--- src/logic/hyper_defs.svh ---
// HyperBus controller parameters
// Queue depths, bus latency, burst limit and address width

`ifndef HYPER_DEFS_SVH
`define HYPER_DEFS_SVH

// Command FIFO entries, also the initial command credits
`define HYPER_CMD_DEPTH   4

// Write-data FIFO entries, also the initial data credits
`define HYPER_WDATA_DEPTH 16

// Idle cycles between last CA byte and first write byte
`define HYPER_LATENCY     6

// Longest burst in 16-bit words
`define HYPER_MAX_BURST   8

`define HYPER_ADDR_W      32

`endif

--- src/logic/hyper_pkg.sv ---
// HyperBus controller types
// Command-address word, seen as fields or as six bus bytes

package hyper_pkg;

    // MSB first, matches the order of bits on the bus
    typedef struct packed {
        logic        rw;       // 1 for read
        logic        space;    // 0 selects memory
        logic        burst;    // 1 selects linear
        logic [28:0] addr_hi;
        logic [12:0] rsvd;
        logic [2:0]  addr_lo;
    } hyper_ca_fields_t;

    // Byte 5 leaves first
    typedef union packed {
        hyper_ca_fields_t fields;
        logic [5:0][7:0]  bytes;
    } hyper_ca_t;

endpackage : hyper_pkg

--- src/logic/hyper_bus_seq.sv ---
// HyperBus sequencer
// Runs CA, latency and data phases on the 8-bit bus
// and rebuilds read bytes into 16-bit words

`timescale 1ns/10ps
`include "hyper_defs.svh"

module hyper_bus_seq
    import hyper_pkg::*;
#(
    localparam int unsigned len_w    = $clog2(`HYPER_MAX_BURST + 1),
    localparam int unsigned wq_cnt_w = $clog2(`HYPER_WDATA_DEPTH + 1)
) (
    input  logic                clk_sys_i,
    input  logic                arst_n_i,

    // Command queue
    input  logic                ca_valid_i,
    input  hyper_ca_t           ca_word_i,
    input  logic [len_w-1:0]    ca_len_i,
    output logic                ca_pop_o,

    // Write-data queue
    input  logic [15:0]         wq_data_i,
    input  logic [wq_cnt_w-1:0] wq_count_i,
    output logic                wq_pop_o,

    // Bus
    output logic                hb_csn_o,
    output logic [7:0]          hb_dq_o,
    output logic                hb_dq_oe_o,
    input  logic [7:0]          hb_dq_i,
    input  logic                hb_rwds_i,

    // Read data to the host
    output logic                rdata_valid_o,
    output logic [15:0]         rdata_o
);

    localparam int unsigned cnt_w = $clog2(2 * `HYPER_MAX_BURST + `HYPER_LATENCY);

    typedef enum logic [2:0] {
        st_idle,
        st_ca,
        st_lat,
        st_wr,
        st_rd,
        st_csh
    } seq_state_e;

    seq_state_e       state_q;
    logic [cnt_w-1:0] cnt_q;
    hyper_ca_t        ca_q;
    logic [len_w-1:0] len_q;
    logic [15:0]      rd_word_q;
    logic             start;
    logic             last;

    // Writes wait until the full burst sits in the data queue
    assign start = (state_q == st_idle) && ca_valid_i &&
                   (ca_word_i.fields.rw || (wq_count_i >= wq_cnt_w'(ca_len_i)));
    assign last  = (cnt_q == '0);

    assign ca_pop_o = start;
    assign wq_pop_o = (state_q == st_wr) && !cnt_q[0];

    always_ff @(posedge clk_sys_i or negedge arst_n_i) begin
        if (!arst_n_i) begin
            state_q       <= st_idle;
            cnt_q         <= '0;
            rdata_valid_o <= 1'b0;
        end else begin
            rdata_valid_o <= 1'b0;
            case (state_q)
                st_idle: begin
                    if (start) begin
                        state_q <= st_ca;
                        cnt_q   <= cnt_w'(5);
                    end
                end
                st_ca: begin
                    if (!last) begin
                        cnt_q <= cnt_q - 1'b1;
                    end else if (ca_q.fields.rw) begin
                        state_q <= st_rd;
                        cnt_q   <= cnt_w'(2 * len_q - 1);
                    end else begin
                        state_q <= st_lat;
                        cnt_q   <= cnt_w'(`HYPER_LATENCY - 1);
                    end
                end
                st_lat: begin
                    if (last) begin
                        state_q <= st_wr;
                        cnt_q   <= cnt_w'(2 * len_q - 1);
                    end else begin
                        cnt_q <= cnt_q - 1'b1;
                    end
                end
                st_wr: begin
                    if (last) begin
                        state_q <= st_csh;
                    end else begin
                        cnt_q <= cnt_q - 1'b1;
                    end
                end
                st_rd: begin
                    // Memory may stall with RWDS low, count only real bytes
                    if (hb_rwds_i) begin
                        rdata_valid_o <= !cnt_q[0];
                        if (last) begin
                            state_q <= st_csh;
                        end else begin
                            cnt_q <= cnt_q - 1'b1;
                        end
                    end
                end
                st_csh: begin
                    state_q <= st_idle;
                end
                default: begin
                    state_q <= st_idle;
                end
            endcase
        end
    end

    always_ff @(posedge clk_sys_i) begin
        if (start) begin
            ca_q  <= ca_word_i;
            len_q <= ca_len_i;
        end
        if ((state_q == st_rd) && hb_rwds_i) begin
            if (cnt_q[0]) begin
                rd_word_q[15:8] <= hb_dq_i;
            end else begin
                rd_word_q[7:0] <= hb_dq_i;
            end
        end
    end

    assign rdata_o = rd_word_q;

    assign hb_csn_o   = (state_q == st_idle) || (state_q == st_csh);
    assign hb_dq_oe_o = (state_q == st_ca) || (state_q == st_wr);

    // Odd count is the upper byte of a word
    always_comb begin
        case (state_q)
            st_ca:   hb_dq_o = ca_q.bytes[cnt_q[2:0]];
            st_wr:   hb_dq_o = cnt_q[0] ? wq_data_i[15:8] : wq_data_i[7:0];
            default: hb_dq_o = 8'h00;
        endcase
    end

    assert property (@(posedge clk_sys_i) disable iff (!arst_n_i)
        hb_dq_oe_o |-> !hb_csn_o);

    // A word leaves the queue on its lower byte, after the upper byte went out
    assert property (@(posedge clk_sys_i) disable iff (!arst_n_i)
        wq_pop_o |-> (state_q == st_wr) && ($past(state_q) == st_wr));

endmodule : hyper_bus_seq

--- src/logic/hyper_cmd_queue.sv ---
// HyperBus command queue
// Credit-controlled FIFO that packs each host request into a CA word

`timescale 1ns/10ps
`include "hyper_defs.svh"

module hyper_cmd_queue
    import hyper_pkg::*;
#(
    localparam int unsigned len_w = $clog2(`HYPER_MAX_BURST + 1)
) (
    input  logic                     clk_sys_i,
    input  logic                     arst_n_i,

    input  logic                     cmd_valid_i,
    input  logic                     cmd_write_i,
    input  logic [`HYPER_ADDR_W-1:0] cmd_addr_i,
    input  logic [len_w-1:0]         cmd_len_i,
    output logic                     cmd_credit_o,

    input  logic                     ca_pop_i,
    output logic                     ca_valid_o,
    output hyper_ca_t                ca_word_o,
    output logic [len_w-1:0]         ca_len_o
);

    localparam int unsigned ptr_w = $clog2(`HYPER_CMD_DEPTH);
    localparam int unsigned cnt_w = $clog2(`HYPER_CMD_DEPTH + 1);

    hyper_ca_t        ca_mem  [`HYPER_CMD_DEPTH];
    logic [len_w-1:0] len_mem [`HYPER_CMD_DEPTH];
    logic [ptr_w-1:0] wr_ptr_q;
    logic [ptr_w-1:0] rd_ptr_q;
    logic [cnt_w-1:0] count_q;
    hyper_ca_t        ca_new;

    always_comb begin
        ca_new                = '0;
        ca_new.fields.rw      = ~cmd_write_i;
        ca_new.fields.space   = 1'b0;
        ca_new.fields.burst   = 1'b1;
        ca_new.fields.addr_hi = cmd_addr_i[`HYPER_ADDR_W-1:3];
        ca_new.fields.addr_lo = cmd_addr_i[2:0];
    end

    always_ff @(posedge clk_sys_i) begin
        if (cmd_valid_i) begin
            ca_mem[wr_ptr_q]  <= ca_new;
            len_mem[wr_ptr_q] <= cmd_len_i;
        end
    end

    always_ff @(posedge clk_sys_i or negedge arst_n_i) begin
        if (!arst_n_i) begin
            wr_ptr_q     <= '0;
            rd_ptr_q     <= '0;
            count_q      <= '0;
            cmd_credit_o <= 1'b0;
        end else begin
            // Credit goes back one cycle after the entry leaves
            cmd_credit_o <= ca_pop_i;
            if (cmd_valid_i) begin
                wr_ptr_q <= (wr_ptr_q == ptr_w'(`HYPER_CMD_DEPTH - 1)) ? '0 : wr_ptr_q + 1'b1;
            end
            if (ca_pop_i) begin
                rd_ptr_q <= (rd_ptr_q == ptr_w'(`HYPER_CMD_DEPTH - 1)) ? '0 : rd_ptr_q + 1'b1;
            end
            case ({cmd_valid_i, ca_pop_i})
                2'b10:   count_q <= count_q + 1'b1;
                2'b01:   count_q <= count_q - 1'b1;
                default: count_q <= count_q;
            endcase
        end
    end

    assign ca_valid_o = (count_q != '0);
    assign ca_word_o  = ca_mem[rd_ptr_q];
    assign ca_len_o   = len_mem[rd_ptr_q];

    // Host must hold a credit, so a push never meets a full queue
    assert property (@(posedge clk_sys_i) disable iff (!arst_n_i)
        cmd_valid_i |-> count_q < cnt_w'(`HYPER_CMD_DEPTH));

    assert property (@(posedge clk_sys_i) disable iff (!arst_n_i)
        cmd_valid_i |-> (cmd_len_i >= 1) && (cmd_len_i <= len_w'(`HYPER_MAX_BURST)));

endmodule : hyper_cmd_queue

--- src/logic/hyper_wdata_queue.sv ---
// HyperBus write-data queue
// Credit-controlled FIFO of 16-bit words, occupancy shown to the sequencer

`timescale 1ns/10ps
`include "hyper_defs.svh"

module hyper_wdata_queue #(
    localparam int unsigned cnt_w = $clog2(`HYPER_WDATA_DEPTH + 1)
) (
    input  logic             clk_sys_i,
    input  logic             arst_n_i,

    input  logic             wdata_valid_i,
    input  logic [15:0]      wdata_i,
    output logic             wdata_credit_o,

    input  logic             wq_pop_i,
    output logic [15:0]      wq_data_o,
    output logic [cnt_w-1:0] wq_count_o
);

    localparam int unsigned ptr_w = $clog2(`HYPER_WDATA_DEPTH);

    logic [15:0]      data_mem [`HYPER_WDATA_DEPTH];
    logic [ptr_w-1:0] wr_ptr_q;
    logic [ptr_w-1:0] rd_ptr_q;
    logic [cnt_w-1:0] count_q;

    always_ff @(posedge clk_sys_i) begin
        if (wdata_valid_i) begin
            data_mem[wr_ptr_q] <= wdata_i;
        end
    end

    always_ff @(posedge clk_sys_i or negedge arst_n_i) begin
        if (!arst_n_i) begin
            wr_ptr_q       <= '0;
            rd_ptr_q       <= '0;
            count_q        <= '0;
            wdata_credit_o <= 1'b0;
        end else begin
            wdata_credit_o <= wq_pop_i;
            if (wdata_valid_i) begin
                wr_ptr_q <= (wr_ptr_q == ptr_w'(`HYPER_WDATA_DEPTH - 1)) ? '0 : wr_ptr_q + 1'b1;
            end
            if (wq_pop_i) begin
                rd_ptr_q <= (rd_ptr_q == ptr_w'(`HYPER_WDATA_DEPTH - 1)) ? '0 : rd_ptr_q + 1'b1;
            end
            case ({wdata_valid_i, wq_pop_i})
                2'b10:   count_q <= count_q + 1'b1;
                2'b01:   count_q <= count_q - 1'b1;
                default: count_q <= count_q;
            endcase
        end
    end

    assign wq_data_o  = data_mem[rd_ptr_q];
    assign wq_count_o = count_q;

    assert property (@(posedge clk_sys_i) disable iff (!arst_n_i)
        wdata_valid_i |-> count_q < cnt_w'(`HYPER_WDATA_DEPTH));

    // Sequencer only starts a write once the whole burst is here
    assert property (@(posedge clk_sys_i) disable iff (!arst_n_i)
        wq_pop_i |-> count_q != '0);

endmodule : hyper_wdata_queue

--- src/logic/hyperbus_lite_top.sv ---
// HyperBus lite controller
// Command and write-data queues feeding one bus sequencer

`timescale 1ns/10ps
`include "hyper_defs.svh"

module hyperbus_lite_top
    import hyper_pkg::*;
#(
    localparam int unsigned len_w    = $clog2(`HYPER_MAX_BURST + 1),
    localparam int unsigned wq_cnt_w = $clog2(`HYPER_WDATA_DEPTH + 1)
) (
    input  logic                     clk_sys_i,
    input  logic                     arst_n_i,

    // Host commands
    input  logic                     cmd_valid_i,
    input  logic                     cmd_write_i,
    input  logic [`HYPER_ADDR_W-1:0] cmd_addr_i,
    input  logic [len_w-1:0]         cmd_len_i,
    output logic                     cmd_credit_o,

    // Host write data
    input  logic                     wdata_valid_i,
    input  logic [15:0]              wdata_i,
    output logic                     wdata_credit_o,

    // Host read data
    output logic                     rdata_valid_o,
    output logic [15:0]              rdata_o,

    // HyperBus
    output logic                     hb_csn_o,
    output logic [7:0]               hb_dq_o,
    output logic                     hb_dq_oe_o,
    input  logic [7:0]               hb_dq_i,
    input  logic                     hb_rwds_i
);

    logic                ca_valid;
    hyper_ca_t           ca_word;
    logic [len_w-1:0]    ca_len;
    logic                ca_pop;
    logic [15:0]         wq_data;
    logic [wq_cnt_w-1:0] wq_count;
    logic                wq_pop;

    hyper_cmd_queue i_cmd_queue (
        .clk_sys_i    ( clk_sys_i    ),
        .arst_n_i     ( arst_n_i     ),
        .cmd_valid_i  ( cmd_valid_i  ),
        .cmd_write_i  ( cmd_write_i  ),
        .cmd_addr_i   ( cmd_addr_i   ),
        .cmd_len_i    ( cmd_len_i    ),
        .ca_pop_i     ( ca_pop       ),
        .cmd_credit_o ( cmd_credit_o ),
        .ca_valid_o   ( ca_valid     ),
        .ca_word_o    ( ca_word      ),
        .ca_len_o     ( ca_len       )
    );

    hyper_wdata_queue i_wdata_queue (
        .clk_sys_i      ( clk_sys_i      ),
        .arst_n_i       ( arst_n_i       ),
        .wdata_valid_i  ( wdata_valid_i  ),
        .wdata_i        ( wdata_i        ),
        .wq_pop_i       ( wq_pop         ),
        .wdata_credit_o ( wdata_credit_o ),
        .wq_data_o      ( wq_data        ),
        .wq_count_o     ( wq_count       )
    );

    hyper_bus_seq i_bus_seq (
        .clk_sys_i     ( clk_sys_i     ),
        .arst_n_i      ( arst_n_i      ),
        .ca_valid_i    ( ca_valid      ),
        .ca_word_i     ( ca_word       ),
        .ca_len_i      ( ca_len        ),
        .ca_pop_o      ( ca_pop        ),
        .wq_data_i     ( wq_data       ),
        .wq_count_i    ( wq_count      ),
        .wq_pop_o      ( wq_pop        ),
        .hb_csn_o      ( hb_csn_o      ),
        .hb_dq_o       ( hb_dq_o       ),
        .hb_dq_oe_o    ( hb_dq_oe_o    ),
        .hb_dq_i       ( hb_dq_i       ),
        .hb_rwds_i     ( hb_rwds_i     ),
        .rdata_valid_o ( rdata_valid_o ),
        .rdata_o       ( rdata_o       )
    );

endmodule : hyperbus_lite_top

--- config.mk ---
export PLATFORM = sky130hd
export DESIGN_NAME = hyperbus_lite_top
export DESIGN_NICKNAME = d
export VERILOG_FILES = /design/src/logic/hyper_pkg.sv /design/src/logic/hyper_bus_seq.sv /design/src/logic/hyper_cmd_queue.sv /design/src/logic/hyper_wdata_queue.sv /design/src/logic/hyperbus_lite_top.sv
export VERILOG_INCLUDE_DIRS = /design/src /design/src/logic
export SDC_FILE = /design/constraint.sdc
export NUM_CORES = 1
export LEC_CHECK = 0
export BUFFER_PORTS_ARGS = -buffer_cell sky130_fd_sc_hd__buf_2
export CAP_MARGIN = 20
export CORE_ASPECT_RATIO = 0.7
export CORE_UTILIZATION = 54
export CTS_CLUSTER_DIAMETER = 30
export DETAILED_ROUTE_END_ITERATION = 7
export PLACE_DENSITY = 0.77
export SLEW_MARGIN = 10
export SYNTH_ARGS = -nofsm -noshare
export SYNTH_HDL_FRONTEND = slang
export SYNTH_SLANG_ARGS = --single-unit
export TNS_END_PERCENT = 30
--- constraint.sdc ---
create_clock -name clk_sys_i -period 6.3 [get_ports clk_sys_i]
set_input_delay 0 -clock clk_sys_i [delete_from_list [all_inputs] [get_ports clk_sys_i]]
set_output_delay 0 -clock clk_sys_i [all_outputs]
set_load 0.005 [all_outputs]
# [Word level (Yosys, flattened, before mapping)]
# Memory sizes are Yosys's and may differ from the RTL's.
# Index checks and enable logic that the tools add are counted.
[classes] add_sub_neg=10 order_cmp=2 n_eq_ne=17 mux=30 bitwise_logic=2 n_reduce_logical=18
[op_table] op="$mux W5" count=6
[op_table] op="$pmux W5 S5" count=1
[op_table] op="$bmux W8 S3" count=1
[op_table] op="$mux W3" count=6
[op_table] op="$mux W8" count=2
[op_table] op="$pmux W8 S2" count=1
[op_table] op="$pmux W3 S5" count=1
[op_table] op="$sub A5 B1 Y5 const B" count=3
[op_table] op="$pmux W5 S2" count=1
[op_table] op="$add A4 B1 Y4 const B" count=2
[op_table] op="$eq A2 B2 Y1 const B" count=4
[op_table] op="$eq A4 B4 Y1 const B" count=2
[op_table] op="$mux W4" count=2
[op_table] op="$eq A3 B2 Y1 const B" count=2
[op_table] op="$eq A3 B3 Y1 const B" count=2
[op_table] op="$mux W1" count=6
[op_table] op="$pmux W3 S2" count=1
[op_table] op="$add A5 B1 Y5 const B" count=1
[op_table] op="$ge A5 B4 Y1" count=1
[op_table] op="$logic_not A5 Y1" count=1
[op_table] op="$reduce_bool A5 Y1" count=1
[op_table] op="$add A2 B1 Y2 const B" count=2
[op_table] op="$eq A2 B1 Y1 const B" count=2
[op_table] op="$logic_and A1 B1 Y1" count=4
[op_table] op="other kinds (16)" count=24
[totals] ff_bits=99 ramBits=404 out_inout_bits=29 wordCells=97 n_memories=3
[mem_list] name="i_wdata_queue.data_mem" words=16 word_bits=16 read_ports=1 rd_ports_with_merged_regs=0 wr=1 line="hyper_wdata_queue.sv:24" text="logic [15:0] data_mem [`HYPER_WDATA_DEPTH];"
[mem_list] name="i_cmd_queue.ca_mem" words=4 word_bits=33 read_ports=1 rd_ports_with_merged_regs=0 wr=1 line="hyper_cmd_queue.sv:30" text="hyper_ca_t ca_mem [`HYPER_CMD_DEPTH];"
[mem_list] name="i_cmd_queue.len_mem" words=4 word_bits=4 read_ports=1 rd_ports_with_merged_regs=0 wr=1 line="hyper_cmd_queue.sv:31" text="logic [len_w-1:0] len_mem [`HYPER_CMD_DEPTH];"

# [Depth between registers and ports, before layout]
# Gate-level depths: netlist (run 1).
# An unclocked memory read counts as a cell.
[depth] ltp_word=6 ltp_mapped=14 ltp_nobuf=13

# [Modules after synthesis]
# A second synthesis (run 1) with hierarchy kept.
[unflattened] cells_unflattened=989 hier_area_um2=19844.0
[by_module_without_submodules] module="hyper_wdata_queue" instances=1 cells_per_inst=497 area_per_inst_um2=10477.5 seq_area_each_um2=8037.7
[by_module_without_submodules] module="hyper_cmd_queue" instances=1 cells_per_inst=246 area_per_inst_um2=5883.1 seq_area_each_um2=4644.5
[by_module_without_submodules] module="hyper_bus_seq" instances=1 cells_per_inst=246 area_per_inst_um2=3483.3 seq_area_each_um2=2267.2

# [Worst setup path after synthesis (run 1)]
# No wires, ideal clock.
[synth_timing] kind="reg2reg" start="reg i_cmd_queue.rd_ptr_q[0]" end="reg i_cmd_queue.count_q[2]" setup_time_ns=0.079 arrival_ns=4.436 t_required_ns=6.221 path_slack_ns=1.785 stages_incl_launch_ff=15 n_path_buf=2 synth_period_minus_slack_ns=4.515 cell_sequence="dfrtp_1 buf_2 buf_2 mux4_2 ha_1 nor2b_1 o21ai_0 a2111o_1 and3_1 ha_1 inv_1 fa_1 xor2_1 nor2_1 xor2_1"
[synth_via] elab_chain_len=6 word_cells_on_any_way=9
[synth_rtl] item="start, declared" line="hyper_cmd_queue.sv:33" text="logic [ptr_w-1:0] rd_ptr_q;"
[synth_rtl] item="start signal, assigned" line="hyper_cmd_queue.sv:66" text="rd_ptr_q <= (rd_ptr_q == ptr_w'(`HYPER_CMD_DEPTH - 1)) ? '0 : rd_ptr_q + 1'b1;"
[synth_rtl] item="$mem_v2 Z4 W4 (*)"
[synth_rtl] item="named net ca_len[0]" line="hyperbus_lite_top.sv:42" text="logic [len_w-1:0] ca_len;"
[synth_rtl] item="$ge A5 B4 Y1 (*)" line="hyper_bus_seq.sv:61" text="(ca_word_i.fields.rw || (wq_count_i >= wq_cnt_w'(ca_len_i)));"
[synth_rtl] item="$logic_or A1 B1 Y1 (*)" line="hyper_bus_seq.sv:61"
[synth_rtl] item="$logic_and A1 B1 Y1 (*)" line="hyper_bus_seq.sv:60" text="assign start = (state_q == st_idle) && ca_valid_i &&"
[synth_rtl] item="named net ca_pop" line="hyperbus_lite_top.sv:43" text="logic ca_pop;"
[synth_rtl] item="$eq A2 B1 Y1 or $eq A2 B2 Y1 (tied branches)" line="hyper_cmd_queue.sv:68" text="case ({cmd_valid_i, ca_pop_i})"
[synth_rtl] item="$pmux W3 S2 or $reduce_bool A2 Y1 (tied branches)"
[synth_rtl] item="end signal, assigned" line="hyper_cmd_queue.sv:69" text="2'b10: count_q <= count_q + 1'b1;"
[synth_rtl] item="end signal, assigned" line="hyper_cmd_queue.sv:70" text="2'b01: count_q <= count_q - 1'b1;"
[synth_rtl] item="end signal, assigned" line="hyper_cmd_queue.sv:71" text="default: count_q <= count_q;"
[synth_rtl] item="end, declared" line="hyper_cmd_queue.sv:34" text="logic [cnt_w-1:0] count_q;"
# The timed path passes the listed nets; every way through them passes the cells marked *.
# A chain may end at the register's enable or synchronous reset.

# [Final worst setup path (run 1)]
[layout_timing] start="reg i_cmd_queue.rd_ptr_q[1]" end="reg i_cmd_queue.count_q[2]"
# The elaborated chain is that of the path after synthesis.

==> reports/results.txt, run 1 <==
status: complete, no violations
largest net degree at the start of global routing: 49
CP Max Fanout: 41
DR DRC count: 0
Hold Fails Final Rpt: 0
vias in the first global route: 10500
most frequent cells in the layout: edfxtp_1, mux4_2, buf_2
Leak: 8.07 nW
Max-slew headroom: 0.296
Comb power frac: 0.219
Final Wtd Congestion: 0.882
synthesized flop and latch total: 488
global-route wire length before repair: 62.8 mm
Die Footprint: 36200 um2
non-filler instance count after layout: 1718
# setup viols final: 0
initial antenna violation count: 2
FILL cells: 2225
Setup Slack @ Placement: 1.84 ns
CTS sink cnt: 488
clock latency on the worst-skew pair: 0.59 ns
average routed wire per standard cell: 24.0 um
CTS clk-pin slew, worst paths: 0.06 ns
CP arrival: 4.85 ns
nature of the critical path endpoint: flop
Crit path required time: 6.78 ns
Final WS setup: 1.93 ns
clk_skew: 0.0283 ns
max cap viols: 0
Cell Area, Synth: 19100 um2
share of cells above drive strength 1: 0.286
Reg2Reg Launch Point: i_cmd_queue.rd_ptr_q[1]
Critical Path Start: i_cmd_queue.rd_ptr_q[1]
CTS tree: built
Max Slew Vio Count: 0
area growth from synthesis to layout: 21.7%
Post-synth EDFFs: 457
setup tns final: 0 ns
clk buf depth: 3
Total Wirelength: 41.2 mm
worst path bufs/invs: 1
Tot GR Track Use: 0.239
RSZ-0062 raised after global routing: false
CP Class: reg2reg
Die W: 227 um
CTS Buf Count: 70
num rows: 57
Startpoint Class: flop
via count: 10100
Mapped Nets: 1067
CTS resizes: 0
Avg Vias per Cell: 5.89
Avg Cell Area, Syn: 19.5 um2
synth warn: 0
Seq/Total Area, Yosys: 0.759
HP Class: in2async
CP top delay family: adder cells
Net Sw Frac: 0.289
Final #Nets: 1277
Unique masters post-synth: 51
Mapped Cells: 978
total power: 0.0110 W
# H-tree levels: 3
Int Pwr: 0.00781 W
DIE HEIGHT: 159 um
setup bufs post-CTS: 0
Initial Utilization: 0.550
# IOs: 95
Max stage delay cell, worst path: dfrtp_2
CP peak stage delay: 0.97 ns
total net switching power: 0.00317 W
f_max: 229 MHz
async set or reset register ratio after synthesis: 0.0635
share of total power in the clock network: 0.365
CP cell instances: mux4_2 -> ha_1 -> nor2b_1 -> o21ai_0 -> a2111o_1 -> and3_2 -> ha_1 -> inv_1 -> fa_1 -> xor2_1 -> nor2_1 -> xor2_1
placed cells: 1522
Post-DP HPWL: 22.9 mm
Most used DFF post-synth: edfxtp_1
drt pass-1 iters: 5
VDD IR max: 0.324 mV
commonest non-fill, non-tap cell in the layout: edfxtp_1
Least-Margin Pin Slew: 1.06 ns
sequential power share: 0.417
Routed Antenna Nets: 0
total congestion overflow: 0
PortBufs: 94
Clock Root Buffer: clkbuf_16
Final Critical Period: 4.37 ns
initial drt markers: 1217
Hold WS: 0.0390 ns
core area: 34700 um2
pwr dens: 472 nW/um2
final worst-path cycle share: 0.694
-- state kept, by name, summed over array words and instances (netlist names) --
| register | count |
|---|---|
| i_wdata_queue.rd_ptr_q | 4 |
| i_cmd_queue.ca_mem | 132 |
| i_cmd_queue.cmd_credit_o | 1 |
| i_wdata_queue.wr_ptr_q | 4 |
| i_cmd_queue.count_q | 3 |
| i_bus_seq.state_q | 3 |
| i_wdata_queue.wq_count_o | 5 |
| i_bus_seq.ca_q | 33 |
| i_wdata_queue.data_mem | 256 |
| i_bus_seq.rdata_valid_o | 1 |
| i_wdata_queue.wdata_credit_o | 1 |
| i_cmd_queue.wr_ptr_q | 2 |
| i_bus_seq.len_q | 4 |
| i_cmd_queue.rd_ptr_q | 2 |
| i_bus_seq.cnt_q | 5 |
| i_cmd_queue.len_mem | 16 |
| i_bus_seq.rdata_o | 16 |
-- synth_stat cells, types with 5 or more instances --
cell      instances  share of area
edfxtp_1        457           0.72
nand3_1          15         0.0039
o21ai_0          27         0.0071
nand2_1          46         0.0090
xor2_1            5         0.0023
buf_1             8         0.0016
mux4_2           97           0.11
a22oi_1           6         0.0024
a211oi_1          5         0.0020
ha_1             21          0.014
a21oi_1          21         0.0055
dfrtp_1          31          0.041
nor3_1           11         0.0029
o22ai_1          11         0.0036
nand2b_1         11         0.0036
a31oi_1           5         0.0016
mux2i_1          23          0.012
mux2_2            8         0.0047
clkbuf_1         20         0.0039
and2_1            5         0.0016
nor2b_1          10         0.0033
inv_1            25         0.0049
nor2_1           40         0.0079
xnor2_1           7         0.0032
buf_2            14         0.0037
-- power groups by stage --
stage               Clock, W  Combinational [W]  Sequential, W
floorplan                  0            0.00188        0.00433
global placement           0            0.00231        0.00461
detailed placement         0            0.00234        0.00463
CTS                  0.00405            0.00241        0.00458
global route         0.00419            0.00260        0.00464
finish               0.00400            0.00240        0.00458
-- routing by layer --
layer  part of all wire  vias to the layer above  wire length [um]  GRT usage
li1                   -                     4397                 -          -
met1               0.41                     5115             16900      0.344
met2               0.47                      533             19300      0.357
met3               0.10                       78              4200     0.0664
met4              0.021                        0               863     0.0759
met5                  0                        -                 0          0
-- logic make-up after synthesis --
logic type | synth area share
AO/OA/AOI/OAI | 0.0340
XOR/XNOR | 0.00550
adder cells (fa/ha/maj) | 0.0158
buffers and inverters | 0.0155
flip-flops | 0.759
multiplexers | 0.131
AND/OR/NAND/NOR | 0.0394
-- stage by stage --
stage	instance area, um2	util
finish	23300	0.670
global route	23300	0.670
CTS	23200	0.669
detailed placement	20200	0.581
global placement	20200	0.581
floorplan	19100	-
-- final timing paths --
path	cells after the start	slack, ns	to
worst max-delay path	12	1.93	i_cmd_queue.count_q[2]
worst min-delay path	2	0.04	i_wdata_queue.rd_ptr_q[3]
worst max register to register	12	1.93	i_cmd_queue.count_q[2]
worst min register to register	1	0.49	i_cmd_queue.count_q[2]
max in group asynchronous	2	5.70	i_wdata_queue.rd_ptr_q[0]
min in group clk_sys_i	2	0.15	i_bus_seq.rdata_o[1]
-- repair_timing --
| item | in CTS | in global routing |
|---|---|---|
| hold buffers | 65 | 0 |
| hold endpoints to repair | 462 | 0 |
| endpoints found under the setup margin | 0 | 0 |
-- worst reg2reg max path, delay by kind of cell, from the launching register on --
kind | cells | cell delay (ns)
muxes | 1 | 0.43
DFF | 1 | 0.97
xor gates and xnor gates | 2 | 0.33
AOI/OAI and AO/OA | 2 | 0.41
buffers and inverters | 1 | 0.07
and+or+nand+nor | 3 | 0.99
adders and majority gates | 3 | 1.07
-- cell type report --
class | count | area [um2] | share of cell area
flip-flops and latches | 488 | 14500 | 0.624
multi-input cells | 420 | 4340 | 0.187
clock buffers | 82 | 1840 | 0.0790
repair buffers | 183 | 1310 | 0.0565
well taps | 472 | 591 | 0.0254
clock inverters | 46 | 571 | 0.0245
inverters | 25 | 93.8 | 0.00403
diodes | 2 | 5.00 | 0.000215
Power figures use the tool's default switching activity.
==> run 2, diff against run 1 <==
ABC_AREA = 1   (was default)
PLACE_DENSITY = 0.79   (was 0.77)
clock period = 3.83 ns   (was 6.3 ns; I/O delays follow)
==> run 2 against run 1 <==
  * Register-to-register slack worse by 1.5 ns
  * Cell area grew 4.4%
  * Global-route usage is 1.6 points higher
  * Non-clock buffer count grew 15
  * Largest cell class unchanged
  * Highest routed layer unchanged
  * Sequential power increased by 60%
  * Combinational power increased by 110%
  * Clock skew decreased by 0.0018 ns
  * Total power increased by 77%
==> reports/results.txt, run 2 <==
Reg2Reg Launch Point: i_cmd_queue.rd_ptr_q[0]
initial drt markers: 1881
most frequent cells in the layout: edfxtp_1, nand2_1, nor2_1
Max Slew Vio Count: 0
Critical Path Start: i_cmd_queue.rd_ptr_q[0]
Initial Utilization: 0.553
drt pass-1 iters: 6
nature of the critical path endpoint: flop
initial antenna violation count: 2
DIE HEIGHT: 163 um
average routed wire per standard cell: 19.6 um
clk_skew: 0.0264 ns
Seq/Total Area, Yosys: 0.726
setup tns final: 0 ns
core area: 36100 um2
Post-DP HPWL: 26.9 mm
Mapped Cells: 1674
final worst-path cycle share: 0.883
wl on met1: 19.5 mm
Cell Area, Synth: 20000 um2
CTS sink cnt: 488
Final Wtd Congestion: 0.885
Final Critical Period: 3.38 ns
setup bufs post-CTS: 0
status: complete, no violations
Least-Margin Pin Slew: 1.14 ns
CTS Buf Count: 77
vias in the first global route: 13300
area growth from synthesis to layout: 21.6%
Max-slew headroom: 0.238
share of cells above drive strength 1: 0.150
Most used DFF post-synth: edfxtp_1
CP arrival: 3.81 ns
Final #Nets: 1962
Die Footprint: 37800 um2
Total Wirelength: 47.4 mm
FF-to-FF path depth: 17
RSZ-0062 raised after global routing: false
f_max: 296 MHz
Post-synth EDFFs: 457
via count: 13600
design area: 24300 um2
Synth area leaders: edfxtp_1, nand2_1, nor2_1, o21ai_0, dfrtp_1
Clock Root Buffer: clkbuf_16
max reg flops: 256
# IOs: 95
largest net degree at the start of global routing: 139
Mapped Nets: 1763
Placed Instance Area: 20900 um2
top-area cell type share of the netlist area: 0.687
Routed Antenna Nets: 0
async set or reset register ratio after synthesis: 0.0635
max layer used: met4
VDD IR max: 0.433 mV
Avg Cell Area, Syn: 11.9 um2
max cap viols: 0
Avg Vias per Cell: 5.61
top post-synthesis cells by count: edfxtp_1, nand2_1, nor2_1
num rows: 58
Util after Layout: 0.672
# H-tree levels: 3
Hold WS: 0.0657 ns
clk buf depth: 3
clock latency on the worst-skew pair: 0.59 ns
CTS clk-pin slew, worst paths: 0.05 ns
worst reg2reg endpoint: i_cmd_queue.count_q[2]
met3 wire length: 4.56 mm
Leak: 9.24 nW
Startpoint Class: flop
synth warn: 0
metal2 WL: 22.3 mm
# setup viols final: 0
Unique masters post-synth: 39
cell taking the most area after synthesis: edfxtp_1
CP Class: reg2reg
Die W: 232 um
Top Registers: i_wdata_queue.data_mem (256), i_cmd_queue.ca_mem (132), i_bus_seq.ca_q (33)
total congestion overflow: 0
HP Class: in2async
cell with the most instances after synthesis: edfxtp_1
synthesized flop and latch total: 488
Hold Fails Final Rpt: 0
global-route wire length before repair: 73.2 mm
Tot GR Track Use: 0.255
CTS tree: built
Top reg by flops: i_wdata_queue.data_mem
Crit path required time: 4.26 ns
CP Max Fanout: 36
pwr dens: 799 nW/um2
commonest non-fill, non-tap cell in the layout: edfxtp_1
r2r setup slk: 0.45 ns
PortBufs: 94
DR DRC count: 0
-- run 2: cell types whose count changed after synthesis, moves of 10 or more --
cell	delta
nand2_1	+299
nor2_1	+243
o21ai_0	+147
mux4_2	-97
nand3_1	+64
inv_1	+49
o21ai_1	+29
o22ai_1	+24
mux2i_1	-23
clkbuf_1	+13
a21oi_1	-12
buf_4	+12
nand2b_1	-11
nor2b_1	-10
-- run 2: cell type report --
class / instances / area [um2]
sequential: 488 / 14500
antenna: 2 / 5.00
timing repair buffer: 198 / 1460
tap: 480 / 601
clock inverter: 64 / 736
inverter: 81 / 308
fill: 2388 / 11900
clock buffer: 80 / 1940
multi-input combinational: 1027 / 4730
-- run 2: worst max path at each step --
stage | end | slack [ns] | cells after the start
after global routing | i_cmd_queue.count_q[2] | 0.22 | 17
after floorplan | i_cmd_queue.count_q[2] | 0.28 | 18
final | i_cmd_queue.count_q[2] | 0.45 | 17
after detailed placement | i_cmd_queue.count_q[2] | 0.50 | 17
after CTS | i_cmd_queue.count_q[2] | 0.44 | 17
after global placement | i_cmd_queue.count_q[2] | 0.63 | 17
-- run 2: where the power goes --
group | internal [W] | total [W] | switching, W
registers | 0.00689 | 0.00731 | 0.000420
clock network | 0.00441 | 0.00705 | 0.00264
logic | 0.00151 | 0.00505 | 0.00354
-- run 2: cell families (layout without fill, tap and decap cells) --
logic type	Yosys count	count (layout)	share of synthesized area
AO/OA/AOI/OAI	259	259	0.0688
XOR/XNOR	9	9	0.00395
adder cells (fa/ha/maj)	23	23	0.0152
buffers and inverters	159	423	0.0373
flip-flops	488	488	0.726
other	0	2	0
AND/OR/NAND/NOR	736	736	0.149
-- run 2: critical path, stage by stage, from the launching register on --
cell	delay [ns]
dfrtp_2	0.52
inv_2	0.19
buf_4	0.37
o21ai_0	0.15
o22ai_1	0.20
ha_1	0.18
inv_1	0.04
nand2_1	0.07
nand3b_1	0.09
nand3_1	0.10
nand2_1	0.13
clkinvlp_4	0.11
ha_1	0.14
inv_1	0.07
fa_1	0.43
a21oi_1	0.14
o21ai_0	0.11
xor2_1	0.17
-- run 2: layer usage --
metal / vias up / global-route usage
met1: 6484 / 0.363
met3: 97 / 0.0508
met5: - / 0
li1: 6263 / -
met2: 733 / 0.392
met4: 0 / 0.0951
-- run 2: through the flow --
stage / std cells / setup slack (ns) / total power (W)
2_1_floorplan: 1674 / 0.279 / 0.0107
3_3_place_gp: 2206 / 0.629 / 0.0120
3_5_place_dp: 2206 / 0.502 / 0.0122
4_1_cts: 2415 / 0.443 / 0.0194
5_1_grt: 2420 / 0.221 / 0.0203
6_report: 2420 / 0.448 / 0.0194
-- run 2: repair_timing --
action                    CTS  global route
hold buffers               65             0
gates resized for setup     0             0
hold endpoints to repair  461             0
==> run 3, diff against run 2 <==
CTS_CLUSTER_DIAMETER = 120   (was 30)
PLACE_DENSITY = 0.76   (was 0.79)
clock period = 4.1 ns   (was 3.83 ns; I/O delays follow)
==> run 3 against run 2 <==
  * Flip-flop and latch count stayed put
  * Via count down 4.1%
  * Clock power down 37%
  * Sequential share of layout area rose by 3.0 points
  * Clock-buffer cell count decreased by 24
  * Cell area shrank 4.8%
==> reports/results.txt, run 3 (synthesis gave the netlist of run 2 again) <==
status: complete, no violations
setup bufs post-CTS: 0
Clock Root Buffer: clkbuf_16
sequential power share: 0.431
# H-tree levels: 2
vias in the first global route: 12300
Max Slew Vio Count: 0
initial antenna violation count: 1
Die Footprint: 37800 um2
PortBufs: 94
Placed Instance Area: 20900 um2
Least-Margin Pin Slew: 0.990 ns
CTS resizes: 0
Startpoint Class: flop
Final Critical Period: 3.31 ns
Hold WS: 0.0576 ns
Final #Nets: 1926
DR DRC count: 0
max reg flops: 256
share of total power in the clock network: 0.282
max cap viols: 0
HP Class: in2async
Top reg by flops: i_wdata_queue.data_mem
Leak: 8.70 nW
share of cells above drive strength 1: 0.117
VDD IR max: 0.382 mV
Comb power frac: 0.288
CP Max Fanout: 20
DIE HEIGHT: 163 um
Die W: 232 um
Max-slew headroom: 0.340
clock latency on the worst-skew pair: 0.56 ns
f_max: 302 MHz
average routed wire per standard cell: 18.7 um
nature of the critical path endpoint: primary output
Avg Vias per Cell: 5.53
# setup viols final: 0
total net switching power: 0.00535 W
RSZ-0062 raised after global routing: false
global-route wire length before repair: 68.0 mm
core area: 36100 um2
clk buf depth: 3
CTS sink cnt: 488
most frequent cells in the layout: edfxtp_1, nand2_1, nor2_1
CTS Buf Count: 46
pwr dens: 683 nW/um2
Initial Utilization: 0.553
Routed Antenna Nets: 0
Hold Fails Final Rpt: 0
Post-DP HPWL: 25.8 mm
CP Class: reg2out
# IOs: 95
clk_skew: 0.0154 ns
Top Registers: i_wdata_queue.data_mem (256), i_cmd_queue.ca_mem (132), i_bus_seq.ca_q (33)
final worst-path cycle share: 0.808
CTS tree: built
design area: 23100 um2
Net Sw Frac: 0.339
initial drt markers: 1273
Final Wtd Congestion: 0.876
total congestion overflow: 0
Tot GR Track Use: 0.236
drt pass-1 iters: 8
setup tns final: 0 ns
largest net degree at the start of global routing: 83
via count: 13000
Int Pwr: 0.0104 W
area growth from synthesis to layout: 15.7%
Crit path required time: 4.10 ns
num rows: 58
FILL cells: 2628
CTS clk-pin slew, worst paths: 0.06 ns
commonest non-fill, non-tap cell in the layout: edfxtp_1
CP arrival: 3.31 ns
Total Wirelength: 44.0 mm
r2r setup slk: 0.94 ns
[run 3: final timing paths]
path	to	start	cells past startpoint
max	hb_dq_o[7]	i_wdata_queue.rd_ptr_q[2]	7
min	i_wdata_queue.wr_ptr_q[1]	arst_n_i	2
max reg2reg	i_cmd_queue.count_q[2]	i_cmd_queue.rd_ptr_q[1]	17
min reg2reg	i_bus_seq.cnt_q[4]	i_bus_seq.cnt_q[4]	2
max in group asynchronous	i_wdata_queue.rd_ptr_q[0]	arst_n_i	2
min in group clk_sys_i	i_bus_seq.rdata_o[4]	hb_dq_i[4]	2
[run 3: area by class of cell]
type                       count  area [um2]  share of cell area
inverter                      81         304              0.0132
clock buffer                  56        1220              0.0528
multi-input combinational   1027        4730               0.205
antenna                        1        2.50            0.000108
tap                          480         601              0.0260
timing repair buffer         193        1400              0.0604
clock inverter                28         357              0.0154
sequential                   488       14500               0.628
[run 3: layer usage]
metal  vias to the layer above  routed length [um]  GRT usage
li1                       6148                   -          -
met1                      6215               19600      0.357
met2                       581               19600      0.354
met3                        70                3830     0.0413
met4                         0                 942     0.0646
met5                         -                   0          0
[run 3: power groups by stage]
stage / sequential (W) / combinational [W] / clock, W
finish: 0.00680 / 0.00454 / 0.00444
global route: 0.00686 / 0.00507 / 0.00469
CTS: 0.00679 / 0.00452 / 0.00449
detailed placement: 0.00689 / 0.00442 / 0
global placement: 0.00688 / 0.00429 / 0
floorplan: 0.00673 / 0.00327 / 0
[run 3: through the flow]
step	setup WS (ns)	utilization	power, W	instances
global route	0.688	0.639	0.0166	2353
detailed placement	0.966	0.577	0.0113	2203
global placement	1.09	0.577	0.0112	2203
finish	0.787	0.640	0.0158	2354
floorplan	0.166	-	0.00999	1674
CTS	0.872	0.639	0.0158	2352
[run 3: repair_timing]
item / in CTS / in global routing
endpoints found under the setup margin: 0 / 0
endpoints found under the hold margin: 463 / 0
hold buffers: 65 / 0
[run 3: critical path, stage by stage, from the launching register on]
cell	delay (ns)
dfrtp_1	0.95
clkinv_1	0.89
nand3_1	0.29
nand3_1	0.12
nand2_1	0.15
nand2_1	0.06
nand3_1	0.15
buf_2	0.13
